## config.mk

```make
export PLATFORM = sky130hd
export DESIGN_NAME = dcache_lru
export DESIGN_NICKNAME = d
export VERILOG_FILES = /design/src/common/dcache_pkg.sv /design/src/dcache/dcache_lru.sv
export SDC_FILE = /design/constraint.sdc
export NUM_CORES = 1
export LEC_CHECK = 0
export BUFFER_PORTS_ARGS = -buffer_cell sky130_fd_sc_hd__buf_2
export CORE_MARGIN = 1.5
export CORE_UTILIZATION = 47
export CTS_CLUSTER_SIZE = 24
export DETAILED_ROUTE_END_ITERATION = 10
export GPL_TIMING_DRIVEN = 0
export PLACE_DENSITY = 0.66
export SLEW_MARGIN = 30
export SYNTH_ARGS = -nofsm -noshare
export SYNTH_HDL_FRONTEND = slang
export SYNTH_SLANG_ARGS = --single-unit
```

## constraint.sdc

```tcl
create_clock -name clk -period 2.6 [get_ports clk]
set_input_delay 0.78 -clock clk [delete_from_list [all_inputs] [get_ports clk]]
set_output_delay 0.78 -clock clk [all_outputs]
set_load 0.02 [all_outputs]
```

## src/common/dcache_pkg.sv

```systemverilog
// dcache geometry, address and data types, request structs, controller states and field helpers
package dcache_pkg;

    ////////////////////////////////////////////////////////////////////////////
    // geometry
    ////////////////////////////////////////////////////////////////////////////

    localparam int INDEX_W    = 4;
    localparam int OFFSET_W   = 2;
    localparam int WAYS       = 2;
    localparam int LINE_WORDS = 1 << OFFSET_W;
    localparam int SETS       = 1 << INDEX_W;
    // the two lowest address bits pick a byte inside a word
    localparam int TAG_W      = 32 - INDEX_W - OFFSET_W - 2;

    // size code of a word transfer on the memory bus
    localparam logic [1:0] MEM_SIZE_WORD = 2'd2;

    typedef logic [31:0]              addr_t;
    typedef logic [31:0]              word_t;
    typedef logic [32*LINE_WORDS-1:0] line_t;
    typedef logic [TAG_W-1:0]         tag_t;
    typedef logic [INDEX_W-1:0]       index_t;
    typedef logic [OFFSET_W-1:0]      offset_t;
    typedef logic [3:0]               wstrb_t;

    ////////////////////////////////////////////////////////////////////////////
    // request structs
    ////////////////////////////////////////////////////////////////////////////

    // pipeline to cache
    typedef struct packed {
        addr_t  addr;
        word_t  wdata;
        wstrb_t wstrb;
        logic   write;
        logic   inval;
    } cache_req_t;

    // cache to memory
    typedef struct packed {
        logic       req;
        logic       wr;
        addr_t      addr;
        word_t      wdata;
        wstrb_t     wstrb;
        logic [1:0] size;
    } mem_req_t;

    typedef enum logic [2:0] {
        IDLE,
        LOOKUP,
        MISS_REQ,
        MISS_WAIT,
        WR_REQ,
        WR_WAIT,
        INVAL
    } ctrl_state_t;

    // address field split
    function automatic tag_t addr_tag(addr_t addr);
        return addr[31 -: TAG_W];
    endfunction

    function automatic index_t addr_index(addr_t addr);
        return addr[2+OFFSET_W +: INDEX_W];
    endfunction

    function automatic offset_t addr_offset(addr_t addr);
        return addr[2 +: OFFSET_W];
    endfunction

endpackage

```

## src/dcache/dcache_lru.sv

```systemverilog
// per-set LRU bit for two ways, update on use, victim way selection
`timescale 1ns/1ps

module dcache_lru
    import dcache_pkg::*;
(
    input  logic   clk,
    input  logic   rst_n,
    input  index_t index,
    input  logic   use_en,
    input  logic   use_way,
    output logic   victim_way
);

    // bit names the least recently used way of the set
    logic [SETS-1:0] lru_bits;

    always_ff @(posedge clk or negedge rst_n) begin
        if (!rst_n) begin
            lru_bits <= '0;
        end else if (use_en) begin
            lru_bits[index] <= ~use_way;
        end
    end

    // sets only lose lines as a whole, so a fill always moves the bit to
    // the still empty way and the bit doubles as the invalid-way pick
    assign victim_way = lru_bits[index];

endmodule

```

==> results.yml <==
status:
  status: "finished clean"
synthesis:
  ys_ff_latch: 16
  ys_warn_count: 0
  synth_top_area_share_pct: 48.0
  avgSynthCellArea_um2: 11.3
  yosys.cell_types.count: 18
  syn_nets: 82
  seq_area_frac_synth_pct: 48.0
  yosys-top-cells-area: "dfrtp_1, a31oi_1, a21oi_1"
  postSynthCellCount: 74
  synth_area_um2: 833
  yosys.area.top_type: "dfrtp_1"
power:
  power.share.clock_pct: 24.6
  switching_power_uw: 184
  vdd_drop_max_mv: 0.489
  leakage_nw: 0.388
  intPower_uw: 479
  power_density_nw_per_um2: 706
  swShare_pct: 27.8
  comb_power_share_pct: 24.6
  share_seq_of_total_power_pct: 50.8
grt:
  grt_use_met2_pct: 32.0
  use_met1_pct: 30.5
  grt_start_max_net_pins: 17
  busiest_layer: "met2"
  grt_first_pass_wirelength_um: 3020
  grtUsageMet3_pct: 3.60
  grt_pass1_vias: 622
  grt-ovfl-total: 0
  track_usage_pct: 21.2
  antenna_found_initial: 0
route:
  first_iter_violations: 24
  drcViolationCount: 0
  viasPerCell: 6.34
  ant_nets: 0
  wire_per_inst_um: 16.8
  drt-total-wl_um: 1680
  drt-pass1-iter-count: 4
  vias: 634
clocking:
  cts-root-buf: "clkbuf_4"
  cts.htree.levels: 1
  cts_hold_buf: 0
  clockBufferDepth: 2
  clk_latency_ns: 0.28
  path_clk_slew_ns: 0.09
  cts_made_buffers: 3
  cts_tree: "done"
  post_cts_buffers: 0
  cts_sinks: 16
finish:
  final_cells: 100
  top_register: "lru_bits"
  drive_gt1_share_pct: 30.1
  antenna_cells: 0
  fin_area_um2: 938
  area_growth_pct: 12.6
  final_cell_mix: "a31oi_1, dfrtp_1, a21oi_1"
  largest_register_ffs: 16
  top_regs: "lru_bits: 16 flops"
  nets: 92
sta:
  hold-worst-slack_ns: 0.387
  relSlewSlack_pct: 64.8
  fmax_mhz: 387
  finalHoldViolations: 0
  finalSetupViolations: 0
  tns_ns: 0
  period_needed_ns: 2.58
  fin_skew_ns: 0
  worstMarginPinSlew_ns: 0.526
  slew_viol_final: 0
  fin_crit_sh_pct: 99.3
  rsz0062_at_grt: "yes"
worst_setup_path:
  rrSetupSlack_ns: 1.85
  required_ns: 1.82
  endpoint_kind: "output pin"
  rr_startpoint: "lru_bits[12]"
  start_kind: "input pin"
  cp.arrival_ns: 1.80
  critical_path.max_stage_delay_ns: 0.50
  reg2reg_to: "lru_bits[12]"
  worstPathMaxFanout: 8
  critPathSlowestCell: "mux4_2"
  crit_type: "in -> out"
  rr_worst_depth: 2
  crit_chain: "buf_12 > mux4_2 > a22oi_2 > nand3_1 > buf_6"
place:
  numPortBuffers: 5
  gp_congestion: 0.758
  dpl.cell_count: 96
  placed_cell_area_um2: 880
  dp_hpwl_um: 1140
hold_path:
  hp-class: "in -> async"
floorplanning:
  die_h_um: 45.1
  floorplan.initialDensity_pct: 49.3
  dieArea_um2: 2030
  placeableCoreArea_um2: 1690
  io_pins: 9
  rows: 15
  die_x_um: 45.1
flow_run:
  cap_violations: 0
## synth_stat cells
cell      instances
a31oi_1          16
dfrtp_1          16
a21oi_1          12
buf_2             5
a41oi_1           4
clkbuf_1          4
and3b_2           2
mux4_1            2
mux4_2            2
nand3_1           2
nor2b_1           2
a22oi_2           1
and3_2            1
buf_1             1
buf_6             1
nand2_1           1
nor2_2            1
nor3b_2           1
## per-stage QoR
stage / setup slack, ns / total power [mW] / utilization (%)
floorplan: 0.0775 / 0.457 / -
global placement: -0.0245 / 0.490 / 52.1
detailed placement: -0.0194 / 0.497 / 52.1
CTS: -0.0172 / 0.669 / 55.4
global route: -0.0552 / 0.706 / 55.6
finish: 0.0189 / 0.663 / 55.6
## logic make-up after synthesis
| logic type | share of synthesized area, % |
|---|---|
| AO/OA/AOI/OAI | 24.9 |
| AND/OR/NAND/NOR | 8.71 |
| multiplexers | 11.7 |
| flip-flops | 48.0 |
| buffers and inverters | 6.61 |
## worst max-delay path, delay by kind of cell
kind / cells / cell delay, ns
AND/OR/NAND/NOR: 1 / 0.10
multiplexers: 1 / 0.50
AO/OA/AOI/OAI: 1 / 0.17
buffers and inverters: 2 / 0.24
## power groups by stage
| stage | clock network [mW] | logic (mW) | registers (mW) |
|---|---|---|---|
| global route | 0.175 | 0.188 | 0.343 |
| CTS | 0.169 | 0.164 | 0.337 |
| finish | 0.163 | 0.163 | 0.337 |
| floorplan | 0 | 0.125 | 0.332 |
| global placement | 0 | 0.151 | 0.339 |
| detailed placement | 0 | 0.155 | 0.342 |
## cell type report
cell class | count | area [um^2]
buffer | 11 | 66.3
clock buffer | 4 | 36.3
fill | 149 | 751
multi-input combinational | 47 | 383
sequential | 16 | 400
tap | 17 | 21.3
timing repair buffer | 5 | 31.3
## worst max path at each step
stage / start / to / slack, ns / depth (start not counted)
2_1_floorplan: index[0] / victim_way / 0.08 / 4
3_3_place_gp: index[0] / victim_way / -0.02 / 5
3_5_place_dp: index[3] / victim_way / -0.02 / 6
4_1_cts: index[0] / victim_way / -0.02 / 5
5_1_grt: index[0] / victim_way / -0.06 / 5
6_report: index[0] / victim_way / 0.02 / 5
## per-layer routing
layer / routed length (um) / part of all wire [%]
met1: 797 / 47
met2: 819 / 49
met3: 53 / 3.1
met4: 12 / 0.71
met5: 0 / 0
## repair_timing
action                                  4_1_cts  5_1_grt
gates resized for setup                       5        4
endpoints found under the setup margin        1        1
hold endpoints to repair                      0        0
pin swaps                                     2        1
(Power assumes the default switching activity.)
