**src/common/dcache_pkg.sv**
```systemverilog
// dcache geometry, address and data types, request structs, controller states and field helpers
package dcache_pkg;

    ////////////////////////////////////////////////////////////////////////////
    // geometry
    ////////////////////////////////////////////////////////////////////////////

    localparam int INDEX_W    = 4;
    localparam int OFFSET_W   = 2;
    localparam int WAYS       = 2;
    localparam int LINE_WORDS = 1 << OFFSET_W;
    localparam int SETS       = 1 << INDEX_W;
    // the two lowest address bits pick a byte inside a word
    localparam int TAG_W      = 32 - INDEX_W - OFFSET_W - 2;

    // size code of a word transfer on the memory bus
    localparam logic [1:0] MEM_SIZE_WORD = 2'd2;

    typedef logic [31:0]              addr_t;
    typedef logic [31:0]              word_t;
    typedef logic [32*LINE_WORDS-1:0] line_t;
    typedef logic [TAG_W-1:0]         tag_t;
    typedef logic [INDEX_W-1:0]       index_t;
    typedef logic [OFFSET_W-1:0]      offset_t;
    typedef logic [3:0]               wstrb_t;

    ////////////////////////////////////////////////////////////////////////////
    // request structs
    ////////////////////////////////////////////////////////////////////////////

    // pipeline to cache
    typedef struct packed {
        addr_t  addr;
        word_t  wdata;
        wstrb_t wstrb;
        logic   write;
        logic   inval;
    } cache_req_t;

    // cache to memory
    typedef struct packed {
        logic       req;
        logic       wr;
        addr_t      addr;
        word_t      wdata;
        wstrb_t     wstrb;
        logic [1:0] size;
    } mem_req_t;

    typedef enum logic [2:0] {
        IDLE,
        LOOKUP,
        MISS_REQ,
        MISS_WAIT,
        WR_REQ,
        WR_WAIT,
        INVAL
    } ctrl_state_t;

    // address field split
    function automatic tag_t addr_tag(addr_t addr);
        return addr[31 -: TAG_W];
    endfunction

    function automatic index_t addr_index(addr_t addr);
        return addr[2+OFFSET_W +: INDEX_W];
    endfunction

    function automatic offset_t addr_offset(addr_t addr);
        return addr[2 +: OFFSET_W];
    endfunction

endpackage

```
**src/dcache/dcache_ctrl.sv**
```systemverilog
// request buffer, main FSM, memory request generation and read data selection
`timescale 1ns/1ps

module dcache_ctrl
    import dcache_pkg::*;
(
    input  logic             clk,
    input  logic             rst_n,
    // pipeline side
    input  logic             req_valid,
    input  cache_req_t       req,
    output logic             req_ready,
    output logic             resp_valid,
    output word_t            resp_data,
    // lookup results
    input  logic [WAYS-1:0]  hit,
    input  line_t [WAYS-1:0] rd_lines,
    input  logic             victim_way,
    // memory side
    output mem_req_t         mem_req,
    input  logic             mem_addr_ok,
    input  logic             mem_data_ok,
    input  logic             mem_bvalid,
    input  line_t            mem_rline,
    // tag array
    output index_t           rd_index,
    output index_t           wr_index,
    output tag_t             wr_tag,
    output logic [WAYS-1:0]  tag_we,
    output logic             tag_inval,
    // data array
    output logic [WAYS-1:0]  word_we,
    output offset_t          wr_offset,
    output wstrb_t           wr_strb,
    output word_t            wr_word,
    output logic [WAYS-1:0]  fill_we,
    // lru
    output logic             lru_use,
    output logic             lru_use_way
);

    ctrl_state_t     state;
    ctrl_state_t     state_nxt;
    cache_req_t      req_q;
    logic            accept;
    logic            hit_any;
    logic            lookup;
    logic            lookup_rd_hit;
    logic            lookup_to_mem;
    logic            fill;
    logic [WAYS-1:0] victim_mask;
    line_t           sel_line;

    assign accept        = req_valid && req_ready;
    assign hit_any       = |hit;
    assign lookup        = (state == LOOKUP);
    assign lookup_rd_hit = lookup && !req_q.write && hit_any;
    // stores always go out, loads only on a miss
    assign lookup_to_mem = lookup && (req_q.write || !hit_any);
    assign fill          = (state == MISS_WAIT) && mem_data_ok;
    assign victim_mask   = {{(WAYS-1){1'b0}}, 1'b1} << victim_way;

    // a read hit answers while the next request comes in
    assign req_ready = (state == IDLE) || lookup_rd_hit;

    ////////////////////////////////////////////////////////////////////////////
    // request buffer and FSM
    ////////////////////////////////////////////////////////////////////////////

    always_ff @(posedge clk) begin
        if (accept) begin
            req_q <= req;
        end
    end

    always_ff @(posedge clk or negedge rst_n) begin
        if (!rst_n) begin
            state <= IDLE;
        end else begin
            state <= state_nxt;
        end
    end

    always_comb begin
        state_nxt = state;
        case (state)
            IDLE: begin
                if (accept) begin
                    state_nxt = req.inval ? INVAL : LOOKUP;
                end
            end
            LOOKUP: begin
                if (lookup_rd_hit) begin
                    if (accept) begin
                        state_nxt = req.inval ? INVAL : LOOKUP;
                    end else begin
                        state_nxt = IDLE;
                    end
                end else if (req_q.write) begin
                    state_nxt = mem_addr_ok ? WR_WAIT : WR_REQ;
                end else begin
                    state_nxt = mem_addr_ok ? MISS_WAIT : MISS_REQ;
                end
            end
            MISS_REQ:  if (mem_addr_ok) state_nxt = MISS_WAIT;
            MISS_WAIT: if (mem_data_ok) state_nxt = IDLE;
            WR_REQ:    if (mem_addr_ok) state_nxt = WR_WAIT;
            WR_WAIT:   if (mem_bvalid)  state_nxt = IDLE;
            INVAL:     state_nxt = IDLE;
            default:   state_nxt = IDLE;
        endcase
    end

    ////////////////////////////////////////////////////////////////////////////
    // memory request
    ////////////////////////////////////////////////////////////////////////////

    always_comb begin
        mem_req.req   = lookup_to_mem || (state == MISS_REQ) || (state == WR_REQ);
        mem_req.wr    = req_q.write;
        // line aligned for refills
        mem_req.addr  = req_q.write ? req_q.addr :
                        {req_q.addr[31:2+OFFSET_W], {(2+OFFSET_W){1'b0}}};
        mem_req.wdata = req_q.wdata;
        mem_req.wstrb = req_q.write ? req_q.wstrb : '0;
        mem_req.size  = MEM_SIZE_WORD;
    end

    // array ports, reread the buffered set unless a new request arrives
    assign rd_index  = accept ? addr_index(req.addr) : addr_index(req_q.addr);
    assign wr_index  = addr_index(req_q.addr);
    assign wr_tag    = addr_tag(req_q.addr);
    assign wr_offset = addr_offset(req_q.addr);
    assign wr_strb   = req_q.wstrb;
    assign wr_word   = req_q.wdata;
    assign tag_inval = (state == INVAL);
    assign tag_we    = fill ? victim_mask : '0;
    assign fill_we   = fill ? victim_mask : '0;
    assign word_we   = (lookup && req_q.write) ? hit : '0;

    // lru touched by every hit and every refill
    assign lru_use     = (lookup && hit_any) || fill;
    assign lru_use_way = fill ? victim_way : hit[1];

    // read word from the hitting way or straight from the refill line
    always_comb begin
        sel_line = rd_lines[0];
        for (int w = 0; w < WAYS; w++) begin
            if (hit[w]) begin
                sel_line = rd_lines[w];
            end
        end
        if (state == MISS_WAIT) begin
            sel_line = mem_rline;
        end
        resp_data = sel_line[wr_offset*32 +: 32];
    end

    assign resp_valid = lookup_rd_hit || fill;

endmodule

```
**config.mk**
```make
export PLATFORM = sky130hd
export DESIGN_NAME = dcache_ctrl
export DESIGN_NICKNAME = d
export VERILOG_FILES = /design/src/common/dcache_pkg.sv /design/src/dcache/dcache_ctrl.sv
export SDC_FILE = /design/constraint.sdc
export NUM_CORES = 1
export LEC_CHECK = 0
export BUFFER_PORTS_ARGS = -buffer_cell sky130_fd_sc_hd__buf_2
export CAP_MARGIN = 20
export CORE_AREA = 2 2 254 256
export CTS_BUF_LIST = sky130_fd_sc_hd__clkbuf_8
export CTS_CLUSTER_DIAMETER = 60
export DETAILED_ROUTE_END_ITERATION = 10
export DIE_AREA = 0 0 256 258
export PLACE_DENSITY_LB_ADDON = 0.25
export SLEW_MARGIN = 20
export SYNTH_ARGS = -nofsm -noshare
export SYNTH_HDL_FRONTEND = slang
export SYNTH_SLANG_ARGS = --single-unit
```
**constraint.sdc**
```tcl
create_clock -name clk -period 5 [get_ports clk]
set_input_delay 1 -clock clk [delete_from_list [all_inputs] [get_ports clk]]
set_output_delay 1 -clock clk [all_outputs]
set_load 0.01 [all_outputs]
```
==> summary.txt, run 1 <==
Final layout
  • Post-route cell area: 10100 um^2
  • Share of cells above drive strength 1: 0.862
  • Multi-input logic area: 3280 um^2
  • Commonest non-fill, non-tap cell in the layout: buf_2
  • Most frequent cells in the layout: 644 x buf_2, 96 x mux4_2, 69 x edfxtp_1
  • Area added between synthesis and finish: 53.0%
  • Fill cells: 7188
  • Seq. cell area: 2150 um^2
  • Nets@finish: roughly 1400

CTS
  • Worst-path clk slew: 0.09 ns
  • Worst skew pair latency: 0.37 ns
  • H-tree levels: 3
  • CTS root buf: clkbuf_8
  • Clock Sinks: 72
  • TritonCTS clock tree: built
  • Total of cells resized after clock tree synthesis: 0
  • CTS buffer count: 9
  • Setup bufs post-CTS: 0
  • Hold_buf cts: 0
  • Max clock buf depth: 2

Yosys
  • Yosys warns: 0
  • Post-synth EDFFs: a little under 70
  • Ys flop type: edfxtp_1
  • Distinct cells, synth: 38
  • Seq/Total Area, Yosys: 0.325
  • Syn Nets: just over 900
  • Synthesized area: 6600 um^2
  • Synth Instances: 465
  • Avg Cell Area, Syn: between 10 and 15 um^2
  • Yosys reg bits: around 70
  • Async SR Flop Fraction: 0.0417

Drt
  • Drt wl/cell: approximately 20 um
  • DRC viols: 0
  • Antenna Nets Post-Route: 0
  • DRT iter0 DRCs: 276
  • Vias per cell: 3.31
  • Total wire length: ~36000 um
  • Routed vias: 6076
  • Drt pass-1 iters: 4

Timing
  • Worst Max-Slew Pin Slew: 0.694 ns
  • Crit path time final: slightly below 4 ns
  • Min Hold Slack: slightly above 0.4 ns
  • Unrepaired setup endpoints after global routing: false
  • F_max: 0.256 GHz
  • Period utilization: 0.780
  • Slew Viols, Final: 0
  • Relative slew margins: 0.537
  • Setup WS post-layout: 1.10 ns
  • TNS Setup: 0 ns
  • Final hold vios: 0
  • Clock Skew: 0.0132 ns
  • Final setup vio count: 0

Worst setup path
  • Startpoint types: input pin
  • Worst Path Required: ~4.0 ns
  • Slowest CP cell: mux4_2
  • Most common cell on crit path: mux4_2
  • Worst Path Arrival: 2.90 ns
  • Kind of critical path: in -> out
  • Launch point of the worst reg-to-reg path: state[1]$_DFFE_PN0P_
  • Crit-path max FO: 69
  • Worst R2R Path Depth: 5
  • Reg2reg end: wr_word[29]$_DFFE_PN_
  • CP Capture Type: output port
  • Internal reg-to-reg setup slack: 2.54 ns
  • Crit-path cells: buf_4 -> buf_12 -> mux4_2 -> mux4_2 -> buf_2
  • CP max stage delay: 0.57 ns

Placed design
  • Routability cong.: 0.868
  • Placed Instance Area: 9880 um^2
  • Post-Place Worst Slack: ~1.1 ns
  • Port Buf Inserts: 645
  • Final HPWL DP: 31600 um

Pwr
  • Cell Pwr Density: 296 nW/um^2
  • Clk pwr share: 0.163
  • Comb power frac: 0.524
  • Sequential power share: 0.313
  • VDD IR-drop max: 0.102 mV
  • P_sw: 1.15 mW
  • Leakage: 4.44 nW
  • Sw Ratio: 0.385
  • Total power: 2.98 mW
  • Power Internal: 1.84 mW

GRT
  • Vias in the first global route: between 6000 and 7000
  • GRT Util Overall: 0.103
  • Most Crowded Layer GR: met2
  • Met2 Use GR: 0.189
  • Initial antenna violation count: 18
  • M1 GR Usage: 0.115
  • Largest net degree at the start of global routing: 97
  • Met3 usage: 0.0283
  • Remaining global-route overflow: 0
  • First-pass GRT wire length: 48000 um

Die
  • Core ar.: 63600 um^2
  • Initial Utilization: 0.104
  • I/O Pins: 648
  • Row cnt: 93
  • Vert. Die Dim: 258 um
  • Die width: around 260 um
  • Die area: 66000 um^2

Run
  • Max-Cap Viols: 0

Worst hold path
  • Hold WC Path Type: in -> async

Status
  • Outcome: complete, no violations
cell families after synthesis:
group | synth area share
xor gates and xnor gates | 0.00133
DFF | 0.325
muxes | 0.444
and+or+nand+nor | 0.0315
other | 0.00114
buffers and inverters | 0.178
AOI/OAI and AO/OA | 0.0186
registers in the layout (all words and copies together), names as in the netlist:
signal     count
mem_req        1
req_q          2
state          3
wr_index       4
wr_offset      2
wr_strb        4
wr_tag        24
wr_word       32
worst max-delay path by stage:
stage | from | endpoint | depth (start not counted)
5_1_grt | state[1]$_DFFE_PN0P_ | resp_data[26] | 5
2_1_floorplan | hit[1] | mem_req[70]$_DFFE_PN_ | 6
3_5_place_dp | hit[1] | resp_data[26] | 5
3_3_place_gp | hit[1] | resp_data[26] | 5
4_1_cts | state[1]$_DFFE_PN0P_ | resp_data[26] | 5
6_report | hit[1] | resp_data[26] | 5
cell usage after synthesis (all sizes together) (3+ instances only):
cell type,n,area (um^2)
nand2b,3,18.8
and2,9,56.3
edfxtp,69,2070
o21ai,5,25.0
nor2,7,28.8
and3,4,25.0
dfrtp,3,75.1
inv,4,15.0
nand2,7,26.3
mux4,96,2160
clkbuf,20,75.1
mux2,68,766
a21oi,4,20.0
buf,144,1090
layout make-up:
cell class                      count  share of cell area
Inverter                            4             0.00149
Timing Repair Buffer              655               0.334
Clock buffer                        9              0.0123
Antenna cell                        6             0.00149
Sequential cell                    72               0.213
Tap cell                          855               0.106
Multi-Input combinational cell    225               0.325
Clock inverter                      7             0.00768
critical path: cells and delay by family:
| kind | cells | cell delay (ns) |
|---|---|---|
| mux | 2 | 1.10 |
| buf+inv | 3 | 0.73 |
power groups by stage:
stage	sequential, mW	clock, mW	combinational (mW)
after floorplan	0.901	0	1.12
after global placement	0.954	0	1.61
after detailed placement	0.954	0	1.60
after CTS	0.941	0.524	1.61
after global routing	0.952	0.534	1.68
final	0.934	0.485	1.56
per-layer routing:
layer  wire length [um]  up-vias
met2              18600      413
li1                   -     2713
met4               1030        8
met1              13500     2901
met3               2630       41
met5                 47        -
through the flow:
step	instances	utilization
floorplan	465	-
global placement	1811	0.155
detailed placement	1811	0.155
CTS	1827	0.158
global route	1831	0.159
finish	1833	0.159
No activity file was read; power rests on OpenSTA's default activity.
==> run 2, diff against run 1 <==
Settings changed: CORE_AREA 2 2 254 256 to 2 2 249 251, DIE_AREA 0 0 256 258 to 0 0 251 253.
Clock period 5 ns to 3.65 ns, I/O delays scaled along.
==> run 2 against run 1 <==
Net effect:
- worst setup slack worse by 0.76 ns
- cell count is 2.6% lower
- combinational power is 42% higher
- largest cell class unchanged
- highest routed layer unchanged
- clock skew is 0.0078 ns higher
- flip-flop and latch count stayed put
- non-clock buffer count is 12 higher
- die area is 3.9% lower
- clock-buffer cell count stayed put
==> summary.txt, run 2 (synthesis gave the netlist of run 1 again) <==
Status
  • Outcome: complete, no violations (unchanged)

Final layout
  • Nets@finish: 1442 (was 1430)
  • Most frequent cells in the layout: 644 x buf_2, 96 x mux4_2, 69 x edfxtp_1 (unchanged)
  • Share of cells above drive strength 1: 0.864 (was 0.862)
  • Fill cells: 6864 (was 7188)
  • Fin util: 0.166 (was 0.159)
  • Final cell count without fillers: 1785 (was 1833)
  • Commonest non-fill, non-tap cell in the layout: buf_2 (unchanged)
  • Post-route cell area: 10100 um^2 (about the same)
  • Area added between synthesis and finish: 53.6% (was 53.0%)
  • Max FFs per register: 32 (unchanged)

Worst setup path
  • CP Capture Type: output port (unchanged)
  • Worst Path Arrival: 2.58 ns (was 2.90 ns)
  • Crit-path max FO: 26 (was 69)
  • Worst Path Required: 2.92 ns (was 4.00 ns)
  • Kind of critical path: reg -> out (was in -> out)
  • Startpoint types: flop (was input pin)
  • Internal reg-to-reg setup slack: 1.33 ns (was 2.54 ns)

Timing
  • Final setup vio count: 0 (unchanged)
  • Clock Skew: 0.0210 ns (was 0.0132 ns)
  • Crit path time final: 3.31 ns
  • TNS Setup: 0 ns (unchanged)
  • Slew Viols, Final: 0 (unchanged)
  • Relative slew margins: 0.649 (was 0.537)
  • Final hold vios: 0 (unchanged)
  • Period utilization: 0.907
  • Worst Max-Slew Pin Slew: 0.525 ns (was 0.694 ns)
  • Unrepaired setup endpoints after global routing: false (unchanged)
  • F_max: 0.302 GHz

CTS
  • Max clock buf depth: 2 (unchanged)
  • Hold_buf cts: 0 (unchanged)
  • Clock Sinks: 72 (unchanged)
  • Worst skew pair latency: 0.40 ns (was 0.37 ns)
  • H-tree levels: 3 (unchanged)
  • Total of cells resized after clock tree synthesis: 0 (unchanged)
  • CTS root buf: clkbuf_8 (unchanged)
  • Worst-path clk slew: 0.09 ns (about the same)
  • Setup bufs post-CTS: 0 (unchanged)
  • CTS buffer count: 9 (unchanged)
  • TritonCTS clock tree: built (unchanged)

Die
  • Initial Utilization: 0.108 (was 0.104)
  • Die area: 63500 um^2 (was 66000 um^2)
  • Die width: 251 um (was 256 um)
  • Vert. Die Dim: 253 um (was 258 um)
  • I/O Pins: 648 (unchanged)
  • Core ar.: 61000 um^2 (was 63600 um^2)
  • Row cnt: 91 (was 93)

Drt
  • Vias per cell: 3.50 (was 3.31)
  • DRT iter0 DRCs: 376 (was 276)
  • Routed vias: 6250 (was 6076)
  • DRC viols: 0 (unchanged)
  • Total wire length: 35700 um (was 35800 um)
  • Drt wl/cell: 20.0 um (was 19.5 um)
  • Drt pass-1 iters: 4 (unchanged)
  • Antenna Nets Post-Route: 0 (unchanged)

Pwr
  • Leakage: 4.50 nW (was 4.44 nW)
  • Cell Pwr Density: 406 nW/um^2 (was 296 nW/um^2)
  • VDD IR-drop max: 0.250 mV (was 0.102 mV)

GRT
  • Initial antenna violation count: 19 (was 18)
  • Remaining global-route overflow: 0 (unchanged)
  • Largest net degree at the start of global routing: 38 (was 97)
  • First-pass GRT wire length: 46200 um (was 48000 um)
  • Vias in the first global route: 6516 (was 6617)
  • GRT Util Overall: 0.104 (was 0.103)

Placed design
  • Port Buf Inserts: 645 (unchanged)
  • Final HPWL DP: 30900 um (was 31600 um)
  • Placed Instance Area: 9940 um^2 (was 9880 um^2)
  • Routability cong.: 0.786 (was 0.868)
  • Placed insts: 1758 (was 1811)

Run
  • Max-Cap Viols: 0 (unchanged)

Worst hold path
  • Hold WC Path Type: in -> async (unchanged)
run 2: cell types whose count changed in the layout (fill, tap and decap cells not counted), sizes merged:
cell / previous run / this run
bufinv: 1 / 0
inv: 7 / 6
buf: 655 / 667
clkinv: 3 / 4
diode: 6 / 11
clkinvlp: 0 / 1
run 2: final timing paths:
kind,start,end,cells past startpoint
setup / recovery,state[1]$_DFFE_PN0P_,resp_data[22],5
hold / removal,rst_n,state[0]$_DFFE_PN0P_,1
setup reg to reg,state[1]$_DFFE_PN0P_,wr_word[29]$_DFFE_PN_,5
hold reg to reg,state[2]$_DFFE_PN0P_,state[1]$_DFFE_PN0P_,1
max in group asynchronous,rst_n,state[1]$_DFFE_PN0P_,1
min in group clk,req[5],wr_strb[3]$_DFFE_PN_,1
run 2: final cells by class:
| cell class | count | area, um^2 | share of cell area |
|---|---|---|---|
| Tap cell | 790 | 988 | 0.0975 |
| Antenna cell | 11 | 27.5 | 0.00272 |
| Clock inverter | 7 | 45.0 | 0.00444 |
| Clock buffer | 9 | 124 | 0.0122 |
| Inverter | 4 | 15.0 | 0.00148 |
| Multi-Input combinational cell | 225 | 3280 | 0.324 |
| Sequential cell | 72 | 2150 | 0.212 |
| Timing Repair Buffer | 667 | 3510 | 0.346 |
run 2: critical path: stages (launching register included):
cell and delay, ns:
dfrtp_1 0.63, inv_1 0.24, nor2_4 0.21, buf_12 0.28, mux4_2 0.60, buf_2 0.17
run 2: metal layers:
metal,GRT usage,up-vias,part of all wire
met5,0,-,0.0019
met1,0.105,3011,0.34
met3,0.0336,44,0.095
met2,0.198,446,0.54
li1,-,2739,-
met4,0.0425,10,0.027
run 2: where the power goes:
part / switching, mW / internal [mW] / total (mW)
Sequential: 0.147 / 1.14 / 1.28
Combinational: 1.10 / 1.11 / 2.21
Clock: 0.377 / 0.247 / 0.623
run 2: per-stage QoR:
step,power (mW),hold WS (ns),setup slack (ns)
2_1_floorplan,2.77,0.434,0.206
3_3_place_gp,3.55,0.536,0.334
3_5_place_dp,3.55,0.536,0.312
4_1_cts,4.22,0.0678,0.238
5_1_grt,4.37,0.0749,0.175
6_report,4.11,0.120,0.339
